--- config.mk ---
export PLATFORM = sky130hd
export DESIGN_NAME = spi_frame_slave
export DESIGN_NICKNAME = d
export VERILOG_FILES = /design/src/source/mem_geometry_pkg.sv /design/src/source/spi_frame_pkg.sv /design/src/source/spi_frame_slave.sv
export SDC_FILE = /design/constraint.sdc
export NUM_CORES = 1
export LEC_CHECK = 0
export BUFFER_PORTS_ARGS = -buffer_cell sky130_fd_sc_hd__buf_2
export CAP_MARGIN = 10
export CORE_MARGIN = 2
export CORE_UTILIZATION = 50
export DETAILED_ROUTE_END_ITERATION = 16
export HOLD_SLACK_MARGIN = 0.06
export PLACE_DENSITY = 0.74
export RECOVER_POWER = 50
export SYNTH_ARGS = -nofsm -noshare
export SYNTH_HDL_FRONTEND = slang
export SYNTH_SLANG_ARGS = --single-unit
--- constraint.sdc ---
create_clock -name clock50 -period 9.9 [get_ports clock50]
set_clock_uncertainty 0.1 [all_clocks]
set_input_delay 0.495 -clock clock50 [delete_from_list [all_inputs] [get_ports clock50]]
set_output_delay 0.495 -clock clock50 [all_outputs]
set_load 0.05 [all_outputs]
--- src/source/mem_geometry_pkg.sv ---
// memory geometry
// four banks of 64 words, with the address split used by the router and the stream
package mem_geometry_pkg;

	localparam int num_banks = 4;
	localparam int bank_words = 64;
	localparam int bank_index_bits = 2;
	localparam int word_index_bits = 6;
	// byte lanes per 32-bit word
	localparam int lane_bits = 2;
	localparam int mem_words = num_banks * bank_words;
	localparam int mem_bytes = mem_words * 4;

	typedef logic [bank_index_bits-1:0] bank_sel_t;
	typedef logic [word_index_bits-1:0] word_index_t;
	typedef logic [word_index_bits+lane_bits-1:0] byte_index_t;
	typedef logic [bank_index_bits+word_index_bits+lane_bits-1:0] byte_addr_t;

endpackage

--- src/source/spi_frame_pkg.sv ---
// SPI frame definitions
// field types, command codes, the assembled frame and the outgoing stream beat
package spi_frame_pkg;

	import mem_geometry_pkg::*;

	typedef logic [7:0] cmd_t;
	typedef logic [15:0] word_addr_t;
	typedef logic [31:0] data_word_t;
	typedef logic [7:0] byte_t;

	localparam cmd_t cmd_write = 8'h57;
	localparam cmd_t cmd_read = 8'h52;

	// command byte, then address, then data word, all msb first
	localparam int frame_bits = 56;
	// bits before the data phase starts
	localparam int header_bits = 24;

	typedef struct packed {
		cmd_t cmd;
		word_addr_t addr;
		data_word_t data;
	} spi_frame_t;

	typedef struct packed {
		byte_addr_t addr;
		byte_t data;
	} stream_beat_t;

endpackage

--- src/source/spi_frame_slave.sv ---
// SPI frame slave
// oversamples SCLK with clock50, assembles 56-bit frames (mode 0) and
// shifts the read word back out on MISO during the data phase
`timescale 1ns/1ps

module spi_frame_slave import mem_geometry_pkg::*, spi_frame_pkg::*; (
	input logic clock50,
	input logic reset3,
	input logic sclk,
	input logic mosi,
	input logic ssel,
	output logic miso,
	output spi_frame_t frame,
	output logic frame_valid,
	output logic header_valid,
	input data_word_t read_word
);

	logic [2:0] sclk_sync;
	logic [1:0] mosi_sync;
	logic [1:0] ssel_sync;
	logic sclk_rise;
	logic sclk_fall;
	logic selected;
	logic [$clog2(frame_bits)-1:0] bit_count;
	logic [header_bits-1:0] header_sr;
	data_word_t data_sr;
	data_word_t miso_sr;
	logic [1:0] load_pipe;

	assign sclk_rise = sclk_sync[1] & ~sclk_sync[2];
	assign sclk_fall = ~sclk_sync[1] & sclk_sync[2];
	assign selected = ~ssel_sync[1];

	// header fields hold until the next frame and feed the router directly
	assign frame = {header_sr, data_sr};
	assign miso = miso_sr[$bits(data_word_t)-1];

	always_ff @(posedge clock50) begin
		if (reset3) begin
			sclk_sync <= '0;
			mosi_sync <= '0;
			ssel_sync <= '1;
		end else begin
			sclk_sync <= {sclk_sync[1:0], sclk};
			mosi_sync <= {mosi_sync[0], mosi};
			ssel_sync <= {ssel_sync[0], ssel};
		end
	end

	always_ff @(posedge clock50) begin
		if (reset3) begin
			bit_count <= '0;
			frame_valid <= 1'b0;
			header_valid <= 1'b0;
		end else begin
			frame_valid <= 1'b0;
			header_valid <= 1'b0;
			// deselect drops a partial frame
			if (!selected) begin
				bit_count <= '0;
			end else if (sclk_rise) begin
				if (bit_count == frame_bits - 1) begin
					bit_count <= '0;
					frame_valid <= 1'b1;
				end else begin
					bit_count <= bit_count + 1'b1;
				end
				if (bit_count == header_bits - 1) begin
					header_valid <= 1'b1;
				end
			end
		end
	end

	always_ff @(posedge clock50) begin
		if (selected && sclk_rise) begin
			if (bit_count < header_bits) begin
				header_sr <= {header_sr[header_bits-2:0], mosi_sync[1]};
			end else begin
				data_sr <= {data_sr[$bits(data_word_t)-2:0], mosi_sync[1]};
			end
		end
	end

	// read word is loaded before the master samples the first data bit
	always_ff @(posedge clock50) begin
		if (reset3) begin
			load_pipe <= '0;
			miso_sr <= '0;
		end else begin
			load_pipe <= {load_pipe[0], header_valid};
			if (load_pipe[1]) begin
				miso_sr <= read_word;
			end else if (selected && sclk_fall && bit_count > header_bits) begin
				miso_sr <= {miso_sr[$bits(data_word_t)-2:0], 1'b0};
			end
		end
	end

endmodule

After elaboration in Yosys (flattened, before gate mapping)
Index checks and enable logic that the tools add are counted.
{"block": "totals", "romBits": 0, "word_cells": 35, "latchBits": 0, "regBits": 105, "memories": 0, "ram_bits": 0}
{"block": "classes", "n_addsub": 1, "n_lt_le_gt_ge": 2, "n_eq_ne": 2, "div_mod_pow": 0, "mux": 5, "mul": 0, "bitwise_logic": 7, "shifts": 0, "n_reduce_logical": 8}
{"operator": "$mux W32", "n": 2}
{"operator": "$add A6 B1 Y6 const B", "n": 1}
{"operator": "$eq A6 B5 Y1 const B", "n": 1}
{"operator": "$eq A6 B6 Y1 const B", "n": 1}
{"operator": "$gt A6 B5 Y1 const B", "n": 1}
{"operator": "$lt A6 B5 Y1 const B", "n": 1}
{"operator": "$mux W6", "n": 1}
{"operator": "$not A1 Y1", "n": 5}
{"operator": "$reduce_and A2 Y1", "n": 2}
{"operator": "$logic_and A1 B1 Y1", "n": 3}
{"operator": "$reduce_or A3 Y1", "n": 1}
{"operator": "$and A1 B1 Y1", "n": 2}
{"operator": "$mux W1", "n": 2}
{"operator": "$reduce_bool A2 Y1", "n": 1}
{"operator": "$reduce_or A2 Y1", "n": 1}

Longest topological paths before layout
{"block": "depth", "word_depth": 6, "mapped_depth": 7}

Worst setup path after synthesis
Ideal clock, no wire load.
{"block": "synth_path", "kind": "reg2reg", "from": "reg sclk_sync[2]", "to": "reg header_sr[0], enable pin", "arrival_ns": 3.242, "t_required_ns": 9.325, "path_slack_ns": 6.083, "synth_period_minus_slack_ns": 3.817, "stages_incl_launch_ff": 4, "cell_sequence": "dfxtp_1 > clkbuf_1 > nand2b_1 > nor4b_1"}
{"block": "synth_between", "elab_chain_cells": 4}
{"element": "start: declaration", "line": "spi_frame_slave.sv:19", "rtl": "logic [2:0] sclk_sync;"}
{"element": "start signal: assignment", "line": "spi_frame_slave.sv:45", "rtl": "sclk_sync <= {sclk_sync[1:0], sclk};"}
{"element": "$not A1 Y1", "line": "spi_frame_slave.sv:31", "rtl": "assign sclk_rise = sclk_sync[1] & ~sclk_sync[2];"}
{"element": "$and A1 B1 Y1", "line": "spi_frame_slave.sv:31"}
{"element": "$logic_and A1 B1 Y1", "line": "spi_frame_slave.sv:77", "rtl": "if (selected && sclk_rise) begin"}
{"element": "$reduce_and A2 Y1 (no line)"}
{"element": "end signal: assignment", "line": "spi_frame_slave.sv:79", "rtl": "header_sr <= {header_sr[header_bits-2:0], mosi_sync[1]};"}
{"element": "end: declaration", "line": "spi_frame_slave.sv:26", "rtl": "logic [header_bits-1:0] header_sr;"}
Every way passes these cells.
A chain may end at the register's enable or synchronous reset.

Worst setup path after layout
{"block": "layout_path", "from": "reg ssel_sync[1]", "to": "reg miso_sr[5]"}
{"block": "layout_between", "elab_chain_cells": 4}
{"element": "start: declaration", "line": "spi_frame_slave.sv:21", "rtl": "logic [1:0] ssel_sync;"}
{"element": "start signal: assignment", "line": "spi_frame_slave.sv:47", "rtl": "ssel_sync <= {ssel_sync[0], ssel};"}
{"element": "$not A1 Y1", "line": "spi_frame_slave.sv:33", "rtl": "assign selected = ~ssel_sync[1];"}
{"element": "$logic_and A1 B1 Y1 (2 in series)", "line": "spi_frame_slave.sv:95", "rtl": "end else if (selected && sclk_fall && bit_count > header_bits) begin"}
{"element": "$reduce_bool A2 Y1 (no line)"}
{"element": "end signal: assignment", "line": "spi_frame_slave.sv:94", "rtl": "miso_sr <= read_word;"}
{"element": "end signal: assignment", "line": "spi_frame_slave.sv:96", "rtl": "miso_sr <= {miso_sr[$bits(data_word_t)-2:0], 1'b0};"}
{"element": "end: declaration", "line": "spi_frame_slave.sv:28", "rtl": "data_word_t miso_sr;"}
Every way passes these cells.

==> flow_summary.json <==
{
  "syn_area_mm2": 0.00443,
  "maxCapViolations": 1,
  "core_area_mm2": 0.00868,
  "cp_slowest_cell": "nor2_4",
  "regToRegStartpoint": "ssel_sync[1]",
  "yosysTopAreaCell": "edfxtp_1",
  "crit_fanout": 32,
  "dp_slack_ps": 6940,
  "drtAntennaViolNets": 0,
  "yosysWarnings": 0,
  "grt_pass1_wl_um": 13700,
  "synth_seq_cells": 105,
  "fin_area_mm2": 0.00507,
  "drt-initial-drc-count": 141,
  "grt_max_degree": 65,
  "fin_ws_ps": 6880,
  "seq_area_frac_synth_pct": 60.1,
  "cp_num_buf_inv": 0,
  "cp_top_family": "simple AND/OR/NAND/NOR gates",
  "post_cts_buffers": 0,
  "antenna_found_initial": 0,
  "crit_arrival_ps": 3040,
  "worstMarginPinSlew_ps": 2650,
  "hp-start": "ssel",
  "fmax_ghz": 0.331,
  "yosys-top-cells-area": "edfxtp_1 38%, dfxtp_1 22%, a41oi_2 11%",
  "num_vias": 2840,
  "final_common_cell": "edfxtp_1",
  "setup_violations": 0,
  "cts.sinks": 105,
  "critical_path_class": "flop to flop",
  "clk_latency_ps": 370,
  "clk_pin_slew_worst_paths_ps": 110,
  "initial_core_util_pct": 51.1,
  "viasPerCell": 5.60,
  "area_delta_synth_final_pct": 14.4,
  "yosys.area.top_type_share_pct": 37.9,
  "grt_pass1_vias": 2727,
  "tritoncts": "done",
  "worstPathRequired_ps": 9920,
  "drive_gt1_share_pct": 34.6,
  "post-route-drc-count": 0,
  "numCtsBuffers": 9,
  "hold_path_class": "input pin to flop",
  "finalMaxSlewViolations": 44,
  "synthCells": 316,
  "die_x_um": 98.2,
  "die_h_um": 98.2,
  "synth_ff_type": "edfxtp_1",
  "num_rows": 34,
  "whs_path_depth": 2,
  "whs_endpoint": "ssel_sync[0]",
  "mostFrequentLayoutCells": "56 x edfxtp_1, 49 x buf_2, 47 x dfxtp_1, 46 x clkbuf_1, 34 x inv_1",
  "finalPower_mw": 0.776,
  "cts.repair.resized": 0,
  "placed_cell_area_mm2": 0.00491,
  "avgSynthCellArea_um2": 14.0,
  "critPathCaptureType": "flop",
  "dieArea_mm2": 0.00964,
  "synthArstFlopShare_pct": 0,
  "fin_crit_ps": 3020,
  "firstDrtPassIters": 4,
  "critPathLaunchType": "flop",
  "period_share_pct": 30.6,
  "reg2reg_slack_ps": 6880,
  "reg2regPathDepth": 4,
  "power_density_mw_per_mm2": 153,
  "gr-total-overflow": 0,
  "slew-limit-headroom_pct": -77.0,
  "grtUsageTotal_pct": 17.5,
  "cts_max_level": 3,
  "violations": "max-capacitance violations, max-slew violations",
  "tns_ps": 0,
  "nets": 433,
  "synth_enable_flop_cells": 56,
  "clockBufferDepth": 2,
  "timing.rr.end": "miso_sr[5]",
  "synth_cell_type_count": 36,
  "root_buffer": "clkbuf_8",
  "peakVddDrop_mv": 0.0983,
  "power.static_leakage_nw": 1.61,
  "io_buffers": 95,
  "rsz0062_at_grt": "false",
  "syn-num-nets": 355,
  "post-dp-hpwl_um": 5250,
  "status": "complete, but fails checks",
  "hold_violations": 0,
  "drt_wl_total_um": 8610,
  "antenna_cells": 0,
  "gp_congestion": 0.811,
  "ios": 96,
  "wl_per_cell_um": 17.0,
  "critPathMaxStageDelay_ps": 860,
  "crit_path_cell_trace": "nor2_4 -> nand2_1 -> o21ai_0 -> a221oi_2",
  "ctsHoldBuffers": 0
}
## registers in the layout, summed over array words and instances, names as in the netlist
register	count
mosi_sync	2
bit_count	6
load_pipe	2
ssel_sync	2
header_sr	24
data_sr	32
miso_sr	32
frame_valid	1
sclk_sync	3
header_valid	1
## power breakdown
| part | switching [mW] | internal [mW] |
|---|---|---|
| combinational | 0.0164 | 0.00768 |
| clock | 0.165 | 0.128 |
| sequential | 0.00291 | 0.456 |
## final cells by class
cell class	instances	area, um2
Clock buffer	9	124
Clock inverter	7	97.6
Fill cell	736	3610
Inverter	34	128
Multi-Input combinational cell	146	1480
Sequential cell	105	2670
Tap cell	108	135
Timing Repair Buffer	98	440
## cell families after synthesis
logic type | synth area share, %
buffers and inverters | 7.20
flip-flops | 60.1
XOR/XNOR | 0.395
AND/OR/NAND/NOR | 4.80
AO/OA/AOI/OAI | 27.0
adder cells (fa/ha/maj) | 0.564
## worst max-delay path by stage
stage	start	endpoint	slack, ps	cells past startpoint
floorplan	sclk_sync[2]	header_sr[0]	6080	3
global placement	ssel_sync[1]	miso_sr[4]	6970	4
detailed placement	ssel_sync[1]	miso_sr[15]	6940	4
CTS	ssel_sync[1]	miso_sr[5]	6920	4
global route	ssel_sync[1]	miso_sr[5]	6590	4
finish	ssel_sync[1]	miso_sr[5]	6880	4
## synth_stat cells (2+ instances only)
cell	instances
ha_1	2
nor2_1	5
nand3_1	3
a221oi_2	30
nor4b_1	2
a41oi_2	30
clkbuf_1	12
a21oi_1	5
edfxtp_1	56
nor2b_1	9
buf_4	3
or2_2	2
dfxtp_1	49
buf_2	12
inv_1	34
buf_12	3
nand2_1	9
nor3_1	2
o21ai_0	31
## per-layer routing
layer | vias to the layer above | routed length [um] | track usage, %
met3 | 9 | 278 | 3.36
met5 | - | 0 | 0
li1 | 1353 | - | -
met2 | 57 | 4360 | 28.5
met1 | 1421 | 3860 | 23.7
met4 | 0 | 120 | 6.01
## per-stage QoR
stage | hold slack (ps) | std cells | util (%)
after global routing | 201 | 507 | 58.4
after detailed placement | 305 | 491 | 56.5
after floorplan | 289 | 316 | -
final | 209 | 507 | 58.4
after CTS | 196 | 507 | 59.1
after global placement | 304 | 491 | 56.5
Power figures use the tool's default switching activity.
