===== src/source/mem_geometry_pkg.sv =====
// memory geometry
// four banks of 64 words, with the address split used by the router and the stream
package mem_geometry_pkg;

	localparam int num_banks = 4;
	localparam int bank_words = 64;
	localparam int bank_index_bits = 2;
	localparam int word_index_bits = 6;
	// byte lanes per 32-bit word
	localparam int lane_bits = 2;
	localparam int mem_words = num_banks * bank_words;
	localparam int mem_bytes = mem_words * 4;

	typedef logic [bank_index_bits-1:0] bank_sel_t;
	typedef logic [word_index_bits-1:0] word_index_t;
	typedef logic [word_index_bits+lane_bits-1:0] byte_index_t;
	typedef logic [bank_index_bits+word_index_bits+lane_bits-1:0] byte_addr_t;

endpackage


===== src/source/spi_frame_pkg.sv =====
// SPI frame definitions
// field types, command codes, the assembled frame and the outgoing stream beat
package spi_frame_pkg;

	import mem_geometry_pkg::*;

	typedef logic [7:0] cmd_t;
	typedef logic [15:0] word_addr_t;
	typedef logic [31:0] data_word_t;
	typedef logic [7:0] byte_t;

	localparam cmd_t cmd_write = 8'h57;
	localparam cmd_t cmd_read = 8'h52;

	// command byte, then address, then data word, all msb first
	localparam int frame_bits = 56;
	// bits before the data phase starts
	localparam int header_bits = 24;

	typedef struct packed {
		cmd_t cmd;
		word_addr_t addr;
		data_word_t data;
	} spi_frame_t;

	typedef struct packed {
		byte_addr_t addr;
		byte_t data;
	} stream_beat_t;

endpackage


===== src/source/stream_reader.sv =====
// stream reader
// walks all byte addresses one per clock and puts each byte with its address
// on the stream output, two cycles after the counter value
`timescale 1ns/1ps

module stream_reader import mem_geometry_pkg::*, spi_frame_pkg::*; (
	input logic clock50,
	input logic reset3,
	output byte_index_t b_index,
	input byte_t b_rdata [num_banks],
	output stream_beat_t stream,
	output logic stream_valid
);

	byte_addr_t count;
	byte_addr_t addr_d;
	bank_sel_t bank_d;
	logic valid_d;

	// low bits go to every bank and the top bits pick the bank a cycle later
	assign b_index = count[$bits(byte_index_t)-1:0];
	assign bank_d = addr_d[$bits(byte_addr_t)-1 -: bank_index_bits];

	always_ff @(posedge clock50) begin
		if (reset3) begin
			count <= '0;
			valid_d <= 1'b0;
			stream_valid <= 1'b0;
		end else begin
			if (count == byte_addr_t'(mem_bytes - 1)) begin
				count <= '0;
			end else begin
				count <= count + 1'b1;
			end
			valid_d <= 1'b1;
			stream_valid <= valid_d;
		end
	end

	always_ff @(posedge clock50) begin
		addr_d <= count;
		stream.addr <= addr_d;
		stream.data <= b_rdata[bank_d];
	end

endmodule


===== config.mk =====
export PLATFORM = sky130hd
export DESIGN_NAME = stream_reader
export DESIGN_NICKNAME = d
export VERILOG_FILES = /design/src/source/mem_geometry_pkg.sv /design/src/source/spi_frame_pkg.sv /design/src/source/stream_reader.sv
export SDC_FILE = /design/constraint.sdc
export NUM_CORES = 1
export LEC_CHECK = 0
export ABC_AREA = 1
export BUFFER_PORTS_ARGS = -buffer_cell sky130_fd_sc_hd__buf_2
export CAP_MARGIN = 0
export CORE_AREA = 2 2 58 60
export DETAILED_ROUTE_END_ITERATION = 10
export DIE_AREA = 0 0 60 62
export PLACE_DENSITY = 0.75
export SYNTH_ARGS = -nofsm -noshare
export SYNTH_HDL_FRONTEND = slang
export SYNTH_SLANG_ARGS = --single-unit

===== constraint.sdc =====
create_clock -name clock50 -period 1.6 [get_ports clock50]
set_clock_uncertainty 0.05 [all_clocks]
set_input_delay 0.08 -clock clock50 [delete_from_list [all_inputs] [get_ports clock50]]
set_output_delay 0.08 -clock clock50 [all_outputs]
set_load 0.02 [all_outputs]

# Word-level counts from Yosys, hierarchy flattened
# Cells that the tools add are included.
totals:
  out_inout_bits: 27
  input_bits: 34
  word_cells: 15
  regBits: 40
classes:
  eq_ne: 1
  reduce_logical: 1
  magnitude_cmp: 1
  muxes: 4
  bitwise_logic: 1
  add_sub_neg: 1
ops:
  columns: ["operator", "n"]
  rows:
  - ["$bmux 8 s2", 1]
  - ["$mux 8", 2]
  - ["$add 10x1->10 const B", 1]
  - ["$eq 10x10->1 const B", 1]
  - ["$ge 3x3->1 const B", 1]
  - ["$not 2->3", 1]
  - ["$reduce_or 2->1", 1]
  - ["$mux 1", 1]

# Longest topological paths before layout
# Gate-level depths: netlist of run 1.
depth:
  ltp_word: 4
  depth_mapped: 6
  ltp_nobuf: 6

# Worst setup path before layout of run 1
# No wires, ideal clock.
synth_path:
  path_type: "reg2reg"
  startpoint: "register count[0]"
  endpoint: "register count[4]"
  arrival_time_ns: 1.083
  stages_incl_launch_ff: 7
  setup_ns: 0.115
  n_path_buf: 0
  setup_slack_ns: 0.351
  t_required_ns: 1.435
  period_less_slack_ns: 1.249
  cell_sequence: "dfxtp_1 -> ha_1 -> nand2_2 -> nor2_4 -> nand3b_2 -> nand2_4 -> nor2_1"
synth_between:
  elab_chain_cells: 2
  word_cells_on_any_way: 3
  cone_classes: "add/sub (1); eq/ne (1); reduce/logical (1)"
synth_lines:
  columns: ["item", "line_no", "text"]
  rows:
  - ["from (decl)", "stream_reader.sv:15", "byte_addr_t count;"]
  - ["from (signal assigned)", "stream_reader.sv:33", "count <= count + 1'b1;"]
  - ["branches (longest 2 deep; another with $add 10x1->10)", null, null]
# Several ways; the timed one is not identified.
# A chain may end at the register's enable or synchronous reset.

# Final worst setup path of run 1
layout_path:
  startpoint: "register count[0]"
  endpoint: "register count[5]"
# Same word-level chain as after synthesis.

==> results of run 1 <==
[synth_stat cells, types with 2 or more instances]
cell,count,area [µm²]
xor2_1,3,26.3
o21ai_0,16,80.1
buf_2,2,10.0
dfxtp_1,40,801
buf_4,8,60.1
nor2_4,2,22.5
nand3_1,3,15.0
o22ai_1,8,50.1
a21oi_1,2,10.0
nand2_1,13,48.8
inv_1,12,45.0
nor2_1,26,97.6
a21oi_2,2,17.5
[per-stage QoR]
| step | worst slack (ns) | std cells | util |
|---|---|---|---|
| detailed placement | 0.203 | 242 | 0.520 |
| floorplan | 0.351 | 145 | - |
| finish | 0.205 | 269 | 0.604 |
| CTS | 0.187 | 268 | 0.601 |
| global route | 0.0983 | 269 | 0.604 |
| global placement | 0.273 | 242 | 0.520 |
[path summary, 6_finish.rpt]
path | end | slack, ns | cells after the start
max reg2reg | count[5]$_SDFF_PP0_ | 0.21 | 6
min | stream[4]$_DFF_P_ | 0.01 | 3
max | count[5]$_SDFF_PP0_ | 0.21 | 6
min reg2reg | stream[13]$_DFF_P_ | 0.28 | 0
[routing by layer]
metal / part of all wire / GRT usage
met3: 0.13 / 0.0600
met5: 0 / 0
met2: 0.46 / 0.318
met1: 0.39 / 0.143
met4: 0.015 / 0.0667
[registers in the layout, indices dropped and copies added, names as in the netlist]
signal and count:
count 10, stream_valid 1, stream 18, addr_d 10, valid_d 1
[cells by family after synthesis]
group                    count (synthesis)  share of synthesized area
flip-flops                              40                      0.590
buffers and inverters                   22                     0.0848
AO/OA/AOI/OAI                           28                      0.116
XOR/XNOR                                 4                     0.0258
AND/OR/NAND/NOR                         50                      0.174
adder cells (fa/ha/maj)                  1                    0.00922
[area by class of cell]
class / instances / area (µm²)
tap: 46 / 57.6
multi-input combinational: 83 / 442
clock buffer: 6 / 41.3
clock inverter: 2 / 35.0
sequential: 40 / 801
fill: 281 / 1260
inverter: 12 / 45.0
timing repair buffer: 80 / 498
[where the power goes]
group / internal, mW / leakage, nW / switching, mW
Clock: 0.328 / 0.0422 / 0.293
Sequential: 1.03 / 0.328 / 0.0154
Combinational: 0.0880 / 0.511 / 0.0768
Total: 1.44 / 0.881 / 0.385
[worst min-delay path, stage by stage]
cell	delay (ns)
buf_2	0.07
nor2_1	0.03
o22ai_1	0.16
==> reports/qor.yml, run 1 <==
place_area_mm2: 0.00165
cp_cell_sequence: "ha_1 > nand2_2 > nor2_4 > nand3b_2 > nand2_4 > nor2_1"
min_period_over_period: 0.872
syn_inst: 145
cts-resized-gates: 0
ant_nets: 0
core_region_area_mm2: 0.00318
initial_utilization: 0.427
worstPathMaxFanout: 10
powerDensity_mw_per_mm2: 953
via_per_inst: 4.58
slowest_stage: "dfxtp_1"
holdWs_ns: 0.0125
cts.sinks: 40
areaGrowthSynthToFinish_pct: 41.4
clkTransAtPathRegs_ns: 0.11
cts_buffers: 5
ir_drop_mv: 0.569
synthArstFlopShare: 0
r2r_start: "count[0]$_SDFF_PP0_"
overflow: 0
cp.required_ns: 1.78
layout_common_cells: "60 x buf_2, 40 x dfxtp_1, 26 x nor2_1"
hp-class: "in -> reg"
path_class: "reg -> reg"
cp_top_family: "simple AND/OR/NAND/NOR gates"
finalHoldViolCount: 0
antenna_found_initial: 0
drt_iter0_drc: 76
dieArea_mm2: 0.00372
power_mw: 1.83
hpwl_um: 1940
firstDrtPassIters: 4
hold_buffers: 18
layout_commonest_cell: "buf_2"
vias: 1231
worstMarginPinSlew_ns: 0.429
port_buffers: 60
first_global_vias: 1046
max_freq_mhz: 717
synth_area_mm2: 0.00136
grt_usage: 0.160
fin_tns_setup_ns: 0
final_area_mm2: 0.00192
yosysSeqAreaShare: 0.590
cp-startpoint: "count[0]$_SDFF_PP0_"
rsz0062_at_grt: "false"
routed_wl_um: 3060
synth_warnings: 0
io_pins: 61
endpoint_kind: "register"
synth_edf_count: 0
cap_viol_max_count: 0
crit_arrival_ns: 1.57
crit_buf_inv: 0
drc: 0
post-cts-setup-buffers: 0
clk_latency_ns: 0.33
leakage_nw: 0.881
slowest_delay_ns: 0.42
drive_gt1_frac: 0.341
place.gp.congestion: 0.676
finalSetupViolCount: 0
hold_start: "b_rdata[4]"
slew_viol_final: 0
ys.flop_type: "dfxtp_1"
htreeDepth: 2
status: "finished clean"
cts_tree: "built"
grt_pass1_wl_um: 4310
min_period_ns: 1.39
synth.avg_cell_area_um2: 9.36
yosysUniqueCellTypes: 21
cts_root_buffer: "clkbuf_4"
crit_path_start_kind: "register"
dieWidth_um: 60
row_count: 21
synth_fp_nets: 180
wl_per_cell_um: 11.4
synth.ff_latch_count: 40
diodes: 0
slew_headroom: 0.714
die_h_um: 62
grt_max_degree: 18
cts_buffer_depth: 2
nets: 257
(Power assumes the default switching activity.)
==> run 2, diff against run 1 <==
--- a/config.mk
+++ b/config.mk
@@ -8,10 +8,10 @@
 export ABC_AREA = 1
 export BUFFER_PORTS_ARGS = -buffer_cell sky130_fd_sc_hd__buf_2
 export CAP_MARGIN = 0
-export CORE_AREA = 2 2 58 60
+export CORE_AREA = 2 2 61 63
 export DETAILED_ROUTE_END_ITERATION = 10
-export DIE_AREA = 0 0 60 62
-export PLACE_DENSITY = 0.75
+export DIE_AREA = 0 0 63 65
+export PLACE_DENSITY = 0.68
 export SYNTH_ARGS = -nofsm -noshare
 export SYNTH_HDL_FRONTEND = slang
 export SYNTH_SLANG_ARGS = --single-unit
==> run 2 against run 1 <==
Sequential power is essentially flat. Global-route usage grew 0.87 points. Final area grew 3.2%. Core utilization shrank 3.7 points. Fmax grew 1.9%. Setup slack gained 0.027 ns. Clock-buffer cell count grew 1. Final cell count grew 3.0%. Critical path depth is the same. Sequential share of layout area shrank 1.3 points. First-iteration DRC count grew 59%.
==> reports/qor.yml, run 2 (synthesized netlist as in run 1, its figures left out) <==
overflow: 0  # unchanged
cts_buffers: 5  # unchanged
cts_tree: "built"
clkTransAtPathRegs_ns: 0.10  # about the same
grt_pass1_wl_um: 5260  # +22%
hpwl_um: 1870  # -3.5%
post-cts-setup-buffers: 0  # unchanged
worst_slack_ns: 0.232  # +0.0266 ns
endpoint_kind: "register"
slowest_stage: "dfxtp_1"
fin_tns_setup_ns: 0  # unchanged
ir_drop_mv: 0.572  # +0.46%
nets: 264  # +2.7%
largest_reg_flops: 18  # unchanged
htreeDepth: 2  # unchanged
dieWidth_um: 63  # +5.0%
cts_buffer_depth: 2  # unchanged
slew_viol_final: 0  # unchanged
min_period_ns: 1.37  # -0.0266 ns
cap_viol_max_count: 0  # unchanged
finalHoldViolCount: 0  # unchanged
io_pins: 61  # unchanged
areaGrowthSynthToFinish_pct: 45.9
status: "finished clean"
worstMarginPinSlew_ns: 0.413  # -0.0157 ns
top_regs: "stream x18, addr_d x10, count x10"
antenna_found_initial: 0  # unchanged
leakage_nw: 0.905  # +2.8%
max_freq_mhz: 731  # +1.9%
top_register: "stream"
cp.required_ns: 1.78  # about the same
place.gp.congestion: 0.694  # +2.6%
fillerInstances: 299  # +6.4%
finalSetupViolCount: 0  # unchanged
firstDrtPassIters: 6  # +2
slew_headroom: 0.724  # +0.0105
drive_gt1_frac: 0.332  # -0.00893
powerDensity_mw_per_mm2: 886  # -7.0%
dieArea_mm2: 0.00410  # +10%
ff2ff_path_depth: 6  # unchanged
layout_commonest_cell: "buf_2"
min_period_over_period: 0.855  # -0.0166
slowest_delay_ns: 0.41  # about the same
first_global_vias: 1157  # +11%
cts.sinks: 40  # unchanged
worstPathMaxFanout: 10  # unchanged
core_region_area_mm2: 0.00350  # +10%
grt_usage: 0.169  # +0.00875
power_mw: 1.75  # -4.0%
vias: 1226  # -0.41%
via_per_inst: 4.43  # -3.3%
path_class: "reg -> reg"
cp_cell_sequence: "ha_1 > nand2_2 > nor2_4 > nand3b_2 > nand2_4 > nor2_1"
rsz0062_at_grt: "false"
wl_per_cell_um: 11.5  # +1.1%
die_h_um: 65  # +4.8%
row_count: 22  # +4.8%
port_buffers: 60  # unchanged
initial_utilization: 0.388  # -0.0387
ant_nets: 0  # unchanged
grt_max_degree: 18  # unchanged
crit_path_start_kind: "register"
pre_cts_slack_ns: 0.234  # +0.0308 ns
drc: 0  # unchanged
cts_root_buffer: "clkbuf_4"
layout_common_cells: "60 x buf_2, 40 x dfxtp_1, 26 x nor2_1, 26 x dlygate4sd3_1, 16 x o21ai_0"
crit_arrival_ns: 1.55  # -0.02 ns
drt_iter0_drc: 121  # +59%
clk_latency_ns: 0.33  # about the same
diodes: 0  # unchanged
routed_wl_um: 3190  # +4.1%
holdPathStages: 3  # unchanged
hp-class: "in -> reg"
[run 2: final cells by class]
type | instances | area, µm² | share of cell area
Clock buffer | 7 | 65.1 | 0.0328
Inverter | 12 | 45.0 | 0.0227
Multi-Input combinational cell | 83 | 442 | 0.223
Sequential cell | 40 | 801 | 0.404
Tap cell | 48 | 60.1 | 0.0303
Timing Repair Buffer | 87 | 568 | 0.287
[run 2: path summary, 6_finish.rpt]
kind	slack, ns	from	to
worst min-delay path	0.02	b_rdata[14]	stream[6]$_DFF_P_
worst max-delay path	0.23	count[0]$_SDFF_PP0_	count[5]$_SDFF_PP0_
worst max register to register	0.23	count[0]$_SDFF_PP0_	count[5]$_SDFF_PP0_
worst min register to register	0.29	addr_d[2]$_DFF_P_	stream[10]$_DFF_P_
[run 2: where the power goes]
| group | total (mW) | switching, mW | internal (mW) |
|---|---|---|---|
| clock network | 0.535 | 0.285 | 0.249 |
| logic | 0.179 | 0.0793 | 0.0993 |
| registers | 1.04 | 0.0139 | 1.03 |
| total | 1.75 | 0.378 | 1.38 |
[run 2: routing by layer]
layer / wire, µm / track usage
met5: 0 / 0
met4: 37 / 0.0583
met3: 322 / 0.0729
met2: 1510 / 0.293
met1: 1320 / 0.184
[run 2: per-stage QoR]
stage	hold slack, ns	instances	utilization	cell area (µm²)
2_1_floorplan	0.101	145	-	1360
6_report	0.0160	277	0.567	1980
5_1_grt	0.0179	277	0.567	1980
4_1_cts	0.00100	277	0.567	1980
3_5_place_dp	0.205	244	0.474	1660
3_3_place_gp	0.204	244	0.474	1660
[run 2: what timing repair did]
| action | in CTS | in global routing |
|---|---|---|
| hold buffers | 26 | 0 |
| hold endpoints to repair | 10 | 0 |
| gates resized for setup | 0 | 0 |
[run 2: critical path, delay by kind of cell, from the launching register on]
kind,cells,cell delay [ns]
fa+ha+maj,1,0.26
simple gates,5,0.54
flops,1,0.41
