$ cat src/source/mem_geometry_pkg.sv
// memory geometry
// four banks of 64 words, with the address split used by the router and the stream
package mem_geometry_pkg;

	localparam int num_banks = 4;
	localparam int bank_words = 64;
	localparam int bank_index_bits = 2;
	localparam int word_index_bits = 6;
	// byte lanes per 32-bit word
	localparam int lane_bits = 2;
	localparam int mem_words = num_banks * bank_words;
	localparam int mem_bytes = mem_words * 4;

	typedef logic [bank_index_bits-1:0] bank_sel_t;
	typedef logic [word_index_bits-1:0] word_index_t;
	typedef logic [word_index_bits+lane_bits-1:0] byte_index_t;
	typedef logic [bank_index_bits+word_index_bits+lane_bits-1:0] byte_addr_t;

endpackage

$ cat src/source/spi_frame_pkg.sv
// SPI frame definitions
// field types, command codes, the assembled frame and the outgoing stream beat
package spi_frame_pkg;

	import mem_geometry_pkg::*;

	typedef logic [7:0] cmd_t;
	typedef logic [15:0] word_addr_t;
	typedef logic [31:0] data_word_t;
	typedef logic [7:0] byte_t;

	localparam cmd_t cmd_write = 8'h57;
	localparam cmd_t cmd_read = 8'h52;

	// command byte, then address, then data word, all msb first
	localparam int frame_bits = 56;
	// bits before the data phase starts
	localparam int header_bits = 24;

	typedef struct packed {
		cmd_t cmd;
		word_addr_t addr;
		data_word_t data;
	} spi_frame_t;

	typedef struct packed {
		byte_addr_t addr;
		byte_t data;
	} stream_beat_t;

endpackage

$ cat src/source/bank_router.sv
// bank router
// range-checks the word address, selects a bank and swaps byte order so
// that lane 0 of a stored word is the first byte seen on SPI
`timescale 1ns/1ps

module bank_router import mem_geometry_pkg::*, spi_frame_pkg::*; (
	input logic clock50,
	input logic reset3,
	input spi_frame_t frame,
	input logic frame_valid,
	input logic header_valid,
	output data_word_t read_word,
	output logic [num_banks-1:0] wr_en,
	output word_index_t a_index,
	output data_word_t a_wdata,
	input data_word_t a_rdata [num_banks]
);

	logic in_range;
	bank_sel_t bank;
	logic rd_pending;
	logic rd_ok;
	bank_sel_t rd_bank;

	function automatic data_word_t swap_bytes(input data_word_t w);
		return {w[7:0], w[15:8], w[23:16], w[31:24]};
	endfunction

	assign in_range = frame.addr < mem_words;
	assign bank = frame.addr[word_index_bits +: bank_index_bits];
	// address is held from the header to the end of the frame
	assign a_index = frame.addr[word_index_bits-1:0];

	always_ff @(posedge clock50) begin
		if (reset3) begin
			wr_en <= '0;
		end else begin
			wr_en <= '0;
			if (frame_valid && frame.cmd == cmd_write && in_range) begin
				wr_en[bank] <= 1'b1;
			end
		end
	end

	always_ff @(posedge clock50) begin
		if (frame_valid) begin
			a_wdata <= swap_bytes(frame.data);
		end
	end

	always_ff @(posedge clock50) begin
		if (reset3) begin
			rd_pending <= 1'b0;
		end else begin
			rd_pending <= header_valid;
		end
	end

	always_ff @(posedge clock50) begin
		if (header_valid) begin
			rd_bank <= bank;
			rd_ok <= in_range && frame.cmd == cmd_read;
		end
		// out of range or not a read gives zero
		if (rd_pending) begin
			read_word <= rd_ok ? swap_bytes(a_rdata[rd_bank]) : '0;
		end
	end

endmodule

$ cat config.mk
export PLATFORM = sky130hd
export DESIGN_NAME = bank_router
export DESIGN_NICKNAME = d
export VERILOG_FILES = /design/src/source/mem_geometry_pkg.sv /design/src/source/spi_frame_pkg.sv /design/src/source/bank_router.sv
export SDC_FILE = /design/constraint.sdc
export NUM_CORES = 1
export LEC_CHECK = 0
export BUFFER_PORTS_ARGS = -buffer_cell sky130_fd_sc_hd__buf_2
export CORE_AREA = 4 4 99 101
export DETAILED_ROUTE_END_ITERATION = 8
export DIE_AREA = 0 0 103 105
export PLACE_DENSITY = 0.72
export SLEW_MARGIN = 20
export SYNTH_ARGS = -nofsm -noshare
export SYNTH_HDL_FRONTEND = slang
export SYNTH_SLANG_ARGS = --single-unit
$ cat constraint.sdc
create_clock -name clock50 -period 2.4 [get_ports clock50]
set_clock_uncertainty 0.1 [all_clocks]
set_input_delay 0.12 -clock clock50 [delete_from_list [all_inputs] [get_ports clock50]]
set_output_delay 0.12 -clock clock50 [all_outputs]
set_load 0.1 [all_outputs]
# Word-level counts from Yosys, hierarchy flattened
# Cells that the tools add are included.
[totals] regBits=72 input_bits=188 elab_cells=24 output_inout_bits=74
[op_classes] n_eq_ne=2 magnitude_cmp=4 bitwise_logic=2 mux=5 reduce_logical=5
[op_table] operator="$bmux W32 S2" count=1
[op_table] operator="$mux W32" count=2
[op_table] operator="$eq A8 B7 Y1 const B" count=2
[op_table] operator="$lt A16 B9 Y1 const B" count=1
[op_table] operator="$logic_and A1 B1 Y1" count=4
[op_table] operator="$ge A3 B3 Y1 const B" count=1
[op_table] operator="$lt A2 B3 Y1 const B" count=1
[op_table] operator="$not A2 Y3" count=1
[op_table] operator="$demux W1 S2" count=1
[op_table] operator="$ge A2 B1 Y1 const B" count=1
[op_table] operator="$reduce_or A2 Y1" count=1
[op_table] operator="$mux W1" count=1
[op_table] operator="$not A1 Y1" count=1

# Depth between registers and ports, before layout
# Gate-level depths: netlist of the first run.
[logic_depth] depth_word=5 mapped_depth=4

# Worst setup path after synthesis of the first run
# No wires, ideal clock.
[synth_path] kind="reg-to-reg" start="reg rd_bank[0]" end="reg read_word[10] (data pin)" path_slack_ns=0.553 setup_ns=0.255 path_stages_with_launch=5 arrival_time_ns=1.492 required_time_ns=2.045 cell_sequence="edfxtp_1 -> clkbuf_1 -> buf_2 -> mux4_2 -> and2_1"
[synth_via] elab_chain_len=4
[synth_rtl] element="start, declared" line="bank_router.sv:23" source="bank_sel_t rd_bank;"
[synth_rtl] element="start signal, assigned" line="bank_router.sv:61" source="rd_bank <= bank;"
[synth_rtl] element="$not A2 Y3 (implied by the code)" line="bank_router.sv:66" source="read_word <= rd_ok ? swap_bytes(a_rdata[rd_bank]) : '0;"
[synth_rtl] element="$bmux W32 S2" line="bank_router.sv:66"
[synth_rtl] element="$mux W32 (implied by the code) (2 in series)" line="bank_router.sv:66"
[synth_rtl] element="end signal, assigned" line="bank_router.sv:66"
[synth_rtl] element="end, declared" line="bank_router.sv:12" source="output data_word_t read_word,"
# No other way between the ends. The select of a mux whose other input is x is not followed.
# A chain may end at the register's enable or synchronous reset.

# Worst setup path in the final report of the first run
[layout_path] start="in reset3" end="reg wr_en[0]"
[layout_via] elab_chain_len=1
[layout_rtl] element="start, declared" line="bank_router.sv:8" source="input logic reset3,"
[layout_rtl] element="$reduce_or A2 Y1 (no source line)"
[layout_rtl] element="end signal, assigned" line="bank_router.sv:36" source="wr_en <= '0;"
[layout_rtl] element="end signal, assigned" line="bank_router.sv:38" source="wr_en <= '0;"
[layout_rtl] element="end signal, assigned by index" line="bank_router.sv:40" source="wr_en[bank] <= 1'b1;"
[layout_rtl] element="end, declared" line="bank_router.sv:13" source="output logic [num_banks-1:0] wr_en,"
# No other way between the ends.

==> run metrics, run 1 <==
vias 2732; Setup crit start kind input pin; initial antenna violation count 0; Final Slew Violations 0; Crit Path Category in -> reg; Synth Net Count 354; worst r2r path cells 3; Die X 103 microns; Max-slew headroom 46.9%; clock-pin slew on the worst setup and hold paths 0.07 ns; starting density of the core 35.8%; Arr. time, crit path 2.08 ns; Worst Tran Pin Value 0.796 ns; hold slack 0.0756 ns; P_leak 0.00235 uW; final period utilization 79.2%; RSZ-0062 raised after global routing false; Hold Crit Class in -> reg; Post-Route M1 WL 3.54 mm; worst skew pair latency 0.33 ns; Top Metal Used met4; max-cap violation count 0; endpoints failing hold 0; minimum clock period after layout 1.90 ns; met3 wire len 1.24 mm; post-synthesis sequential area ratio 65.5%; number of global-route vias before repair 2991; CTS tree done; grt total ovfl 0; Critical-path top delay cell dlygate4sd3_1; hpwl dp 7.87 mm; leading cell type in the layout, fill and taps excluded buf_2; layout net count 643; PD cells 633 nW/um^2; worst path cell trace dlygate4sd3_1 > buf_2 > or4b_4 > nor4_1 > dlygate4sd3_1; total power 3280 uW; die area 10800 sq um; largest net degree at the start of global routing 33; first-pass GRT wire length 15.1 mm; port bufs 249; layout cell share with drive strength beyond 1 65.9%; All-Layer GR Usage 18.5%; WHS Endpoint rd_ok$_DFFE_PP_; most frequent cells in the layout 249 x buf_2, 67 x edfxtp_1, 40 x dlygate4sd3_1; Placer Congestion 0.843; TNS Setup 0 ns; DR WL met2 5.14 mm; status completed; # IOs 262; Site Rows 35; wire per inst 17.8 microns; TritonCTS Sinks 72; distinct cell type count after synthesis 18; Max stage delay on crit path 0.57 ns; drt total wl 10.2 mm; peak supply drop 267 uV; # DRC 0; required time of the critical path 2.58 ns; R2R Setup Slk 0.61 ns; Synth Instances 166; cts repair resizes 0; Area Overhead vs Synth 60.5%; drt pass-1 iters 4; Reg2Reg Launch Point rd_bank[0]$_DFFE_PP_; total CTS buffers 9; Ys Warns 0; Crit Path Max Fanout 4; Ant. Diodes 0; Vias/cell 4.78; CORE AREA 9020 sq um; root buf cell clkbuf_8; Worst Setup End Kind register; setup violators final 0; die height 105 microns; hold path depth 3; antenna viol nets, final 0; initial DRC count 106; r2r endpoint read_word[16]$_SDFFCE_PN0P_; most frequent CP cell dlygate4sd3_1; synthesized area 3230 sq um; H-tree depth 3; Max Freq 526 MHz; Yosys reg bits 72; Clock Tree Buf Depth 2; Syn Area/Cell 19.4 sq um; Hold Crit Start frame[40]
==> worst max-delay path by stage <==
stage	end	depth (start not counted)	start	slack, ns
detailed placement	read_word[16]$_SDFFCE_PN0P_	3	rd_bank[0]$_DFFE_PP_	0.57
global placement	read_word[3]$_SDFFCE_PN0P_	3	rd_bank[0]$_DFFE_PP_	0.60
CTS	wr_en[0]$_SDFF_PP0_	5	reset3	0.53
floorplan	read_word[10]$_SDFFCE_PN0P_	4	rd_bank[0]$_DFFE_PP_	0.55
finish	wr_en[0]$_SDFF_PP0_	5	reset3	0.50
global route	read_word[8]$_SDFFCE_PN0P_	3	rd_bank[0]$_DFFE_PP_	0.47
==> layout make-up <==
cell class	instances	area [sq um]
Multi-Input combinational cell	77	1020
Clock buffer	11	131
Sequential cell	72	2110
Tap cell	111	139
Clock inverter	5	57.6
Timing Repair Buffer	294	1710
Inverter	1	3.75
Fill cell	747	3840
==> flip-flops by register name, summed over array words and instances (netlist names) <==
signal      count
read_word      32
wr_en           4
rd_ok           1
rd_pending      1
rd_bank         2
a_wdata        32
==> where the power goes <==
group / total, uW / switching (uW) / internal (uW)
Combinational: 884 / 561 / 322
Sequential: 1480 / 31.4 / 1450
Clock: 914 / 433 / 481
==> cell usage after synthesis <==
master | count | area (sq um)
or4b_4 | 1 | 13.8
buf_4 | 6 | 45.0
nor2b_1 | 1 | 6.26
nand4b_1 | 1 | 8.76
buf_2 | 3 | 15.0
nor4_1 | 4 | 25.0
inv_1 | 1 | 3.75
buf_1 | 1 | 3.75
edfxtp_1 | 67 | 2010
nand2_1 | 2 | 7.51
and2_1 | 32 | 200
clkbuf_1 | 6 | 22.5
nor4b_2 | 1 | 15.0
nor4bb_1 | 1 | 10.0
nor3_1 | 1 | 5.00
or4_4 | 1 | 11.3
dfxtp_1 | 5 | 100
mux4_2 | 32 | 721
==> cells by family (layout without fill, tap and decap cells) <==
logic type / Yosys count / in the layout / synth area share (%)
DFF: 72 / 72 / 65.5
and+or+nand+nor: 45 / 45 / 9.39
muxes: 32 / 32 / 22.3
buffers and inverters: 17 / 311 / 2.79
==> critical path, delay by kind of cell <==
kind | cells | cell delay, ns
AND/OR/NAND/NOR | 2 | 0.71
buffers and inverters | 3 | 1.23
==> routing by layer <==
| layer | up-vias | GRT usage (%) |
|---|---|---|
| met5 | - | 0 |
| met4 | 0 | 7.49 |
| met3 | 29 | 6.88 |
| met2 | 165 | 31.8 |
| met1 | 1289 | 20.2 |
| li1 | 1249 | - |
==> per-stage QoR <==
stage / utilization (%) / area (sq um) / cells / setup WS, ns
after floorplan: - / 3230 / 166 / 0.553
after global placement: 50.8 / 4590 / 515 / 0.600
after detailed placement: 50.8 / 4590 / 515 / 0.569
after CTS: 57.4 / 5180 / 571 / 0.531
after global routing: 57.4 / 5180 / 571 / 0.468
final: 57.4 / 5180 / 571 / 0.500
==> what timing repair did <==
| action | CTS | global route |
|---|---|---|
| hold buffers | 40 | 0 |
| setup buffers | 0 | 0 |
| endpoints found under the hold margin | 43 | 0 |
No activity file was read; power rests on OpenSTA's default activity.
==> run 2: changes to the inputs <==
- ABC_AREA: not set -> 1
- CORE_AREA: 4 4 99 101 -> not set
- CORE_MARGIN: not set -> 4
- CORE_UTILIZATION: not set -> 36
- DIE_AREA: 0 0 103 105 -> not set
- PLACE_DENSITY: 0.72 -> 0.74
- clock period: 2.4 -> 1.7 ns (I/O delays scaled with it)
==> run metrics, run 2 <==
H-tree depth 3 (unchanged); post-synthesis sequential area ratio 62.0% (-3.5 points); required time of the critical path 1.68 ns (-0.90 ns); Synth async-reset ratio 0% (unchanged); # IOs 262 (unchanged); die height 105 microns (+0.25%); grt total ovfl 0 (unchanged); most frequent cells in the layout 249 x buf_2, 143 x nor2_1, 67 x edfxtp_1; hold path depth 3 (unchanged); TritonCTS Sinks 72 (unchanged); Setup crit start kind register; Final Slew Violations 0 (unchanged); final period utilization 90.4%; status completed; Clock Tree Buf Depth 2 (unchanged); CTS tree done; post-synth top area share 59.1% (-3.3 points); first-pass GRT wire length 19.0 mm (+25%); number of synthesized flops with an enable pin 67 (unchanged); Worst Tran Pin Value 0.509 ns (-0.287 ns); initial antenna violation count 1 (+1); hpwl dp 8.55 mm (+8.7%); Arr. time, crit path 1.52 ns (-0.56 ns); cell taking the most area after synthesis edfxtp_1; Ys Warns 0 (unchanged); CORE AREA 9240 sq um (+2.4%); minimum clock period after layout 1.54 ns; total power 5170 uW (+58%); hold slack 0.0194 ns (-0.0563 ns); port bufs 249 (unchanged); P_leak 0.00255 uW (+8.3%); top-count cell post-synth nor2_1; Syn Area/Cell 9.43 sq um (-51%); die area 11100 sq um (+2.5%); layout cell share with drive strength beyond 1 41.7% (-24 points); largest registers a_wdata: 32 flops, read_word: 32 flops, wr_en: 4 flops; Area Overhead vs Synth 62.7%; most frequent cells after synthesis 143 x nor2_1, 67 x edfxtp_1, 43 x o21ai_1; clock-pin slew on the worst setup and hold paths 0.08 ns (about the same); Crit Path Category reg -> reg; drt pass-1 iters 4 (unchanged); wire per inst 15.4 microns (-14%); R2R Setup Slk 0.16 ns (-0.45 ns); peak supply drop 408 uV (+52%); Synth area leaders edfxtp_1 59%, nor2_1 16%, o21ai_1 6.3%; RSZ-0062 raised after global routing false; endpoints failing hold 0 (unchanged); number of global-route vias before repair 3849 (+29%); Max-slew headroom 66.3% (+19 points); Site Rows 35 (unchanged); antenna viol nets, final 0 (unchanged); TNS Setup 0 ns (unchanged); Max Freq 651 MHz; final setup margin 0.163 ns (-0.337 ns); vias 3693 (+35%); Yosys reg bits 72 (unchanged); Hold Crit Class in -> reg; setup violators final 0 (unchanged); initial DRC count 219 (+110%); Crit Path Max Fanout 64 (+60); starting density of the core 36.9% (+1.1 points); synthesized area 3410 sq um (+5.6%); largest net degree at the start of global routing 65 (+97%); drt total wl 12.2 mm (+20%); distinct cell type count after synthesis 16 (-2); top_reg_cell synth edfxtp_1; Placer Congestion 0.794 (-5.9%); layout net count 849 (+32%); pre-CTS WS 0.193 ns (-0.376 ns); Vias/cell 4.65 (-2.9%); worst skew pair latency 0.34 ns (about the same); Die X 105 microns (+2.2%); root buf cell clkbuf_8; worst r2r path cells 5 (+2); Synth Instances 361 (+120%); max-cap violation count 0 (unchanged); # DRC 0 (unchanged); Synth Net Count 549 (+55%); total CTS buffers 9 (unchanged); Ant. Diodes 0 (unchanged); PD cells 933 nW/um^2 (+47%); Worst Setup End Kind register; Fill cells 821 (+9.9%); leading cell type in the layout, fill and taps excluded buf_2; Post CTS Setup Buffer Count 0 (unchanged); All-Layer GR Usage 21.7% (+3.2 points)
run 2: cell types whose count changed in the layout (fill, tap and decap cells not counted), moves of 6 or more:
cell,change
buf_4,+6
mux4_2,-32
dlygate4sd3_1,+17
and2_1,-32
nor2_1,+143
o21ai_0,+21
o21ai_1,+43
nand2_1,+6
a21oi_1,+32
inv_1,+7
run 2: layout make-up:
class	count	area, sq um	share of cell area (%)
Multi-Input combinational cell	251	1070	19.3
Sequential cell	72	2110	38.1
Timing Repair Buffer	318	1940	35.1
Inverter	9	33.8	0.609
Clock inverter	6	92.6	1.67
Tap cell	129	161	2.91
Clock buffer	10	128	2.30
run 2: worst paths after layout:
path,startpoint,to
setup / recovery,rd_bank[0]$_DFFE_PP_,read_word[16]$_SDFFCE_PN0P_
hold / removal,a_rdata[84],read_word[12]$_SDFFCE_PN0P_
setup reg to reg,rd_bank[0]$_DFFE_PP_,read_word[16]$_SDFFCE_PN0P_
hold reg to reg,rd_pending$_SDFF_PP0_,read_word[15]$_SDFFCE_PN0P_
run 2: cells by family (layout without fill, tap and decap cells):
kind of cell	count (synthesis)	count (layout)	synth area share, %
buffers and inverters	38	343	6.58
and+or+nand+nor	155	155	17.3
DFF	72	72	62.0
AOI/OAI and AO/OA	96	96	14.1
run 2: critical path, stage by stage (launching register included):
cell	delay, ns
edfxtp_1	0.45
buf_12	0.23
nor2_1	0.20
nor2_1	0.06
o21ai_1	0.11
a21oi_1	0.10
run 2: per-layer routing:
metal	vias up	track usage [%]	share of wire, %
met5	-	0	0.098
met4	2	9.28	2.9
met3	34	4.90	6.8
met2	174	38.8	53
met1	1666	24.8	37
li1	1817	-	-
run 2: power by group:
group	switching, uW	internal [uW]
sequential	29.9	2060
clock	693	835
combinational	1110	444
total	1830	3340
run 2: what timing repair did:
| action | in CTS | in global routing |
|---|---|---|
| gates resized for setup | 0 | 0 |
| setup endpoints to repair | 0 | 0 |
| endpoints found under the hold margin | 56 | 0 |
| hold buffers | 57 | 0 |
run 2: metrics by stage:
| step | util [%] | cells | instance area (sq um) |
|---|---|---|---|
| 2_1_floorplan | - | 361 | 3410 |
| 3_3_place_gp | 51.4 | 722 | 4750 |
| 3_5_place_dp | 51.4 | 722 | 4750 |
| 4_1_cts | 60.0 | 795 | 5540 |
| 5_1_grt | 60.0 | 795 | 5540 |
| 6_report | 60.0 | 795 | 5540 |
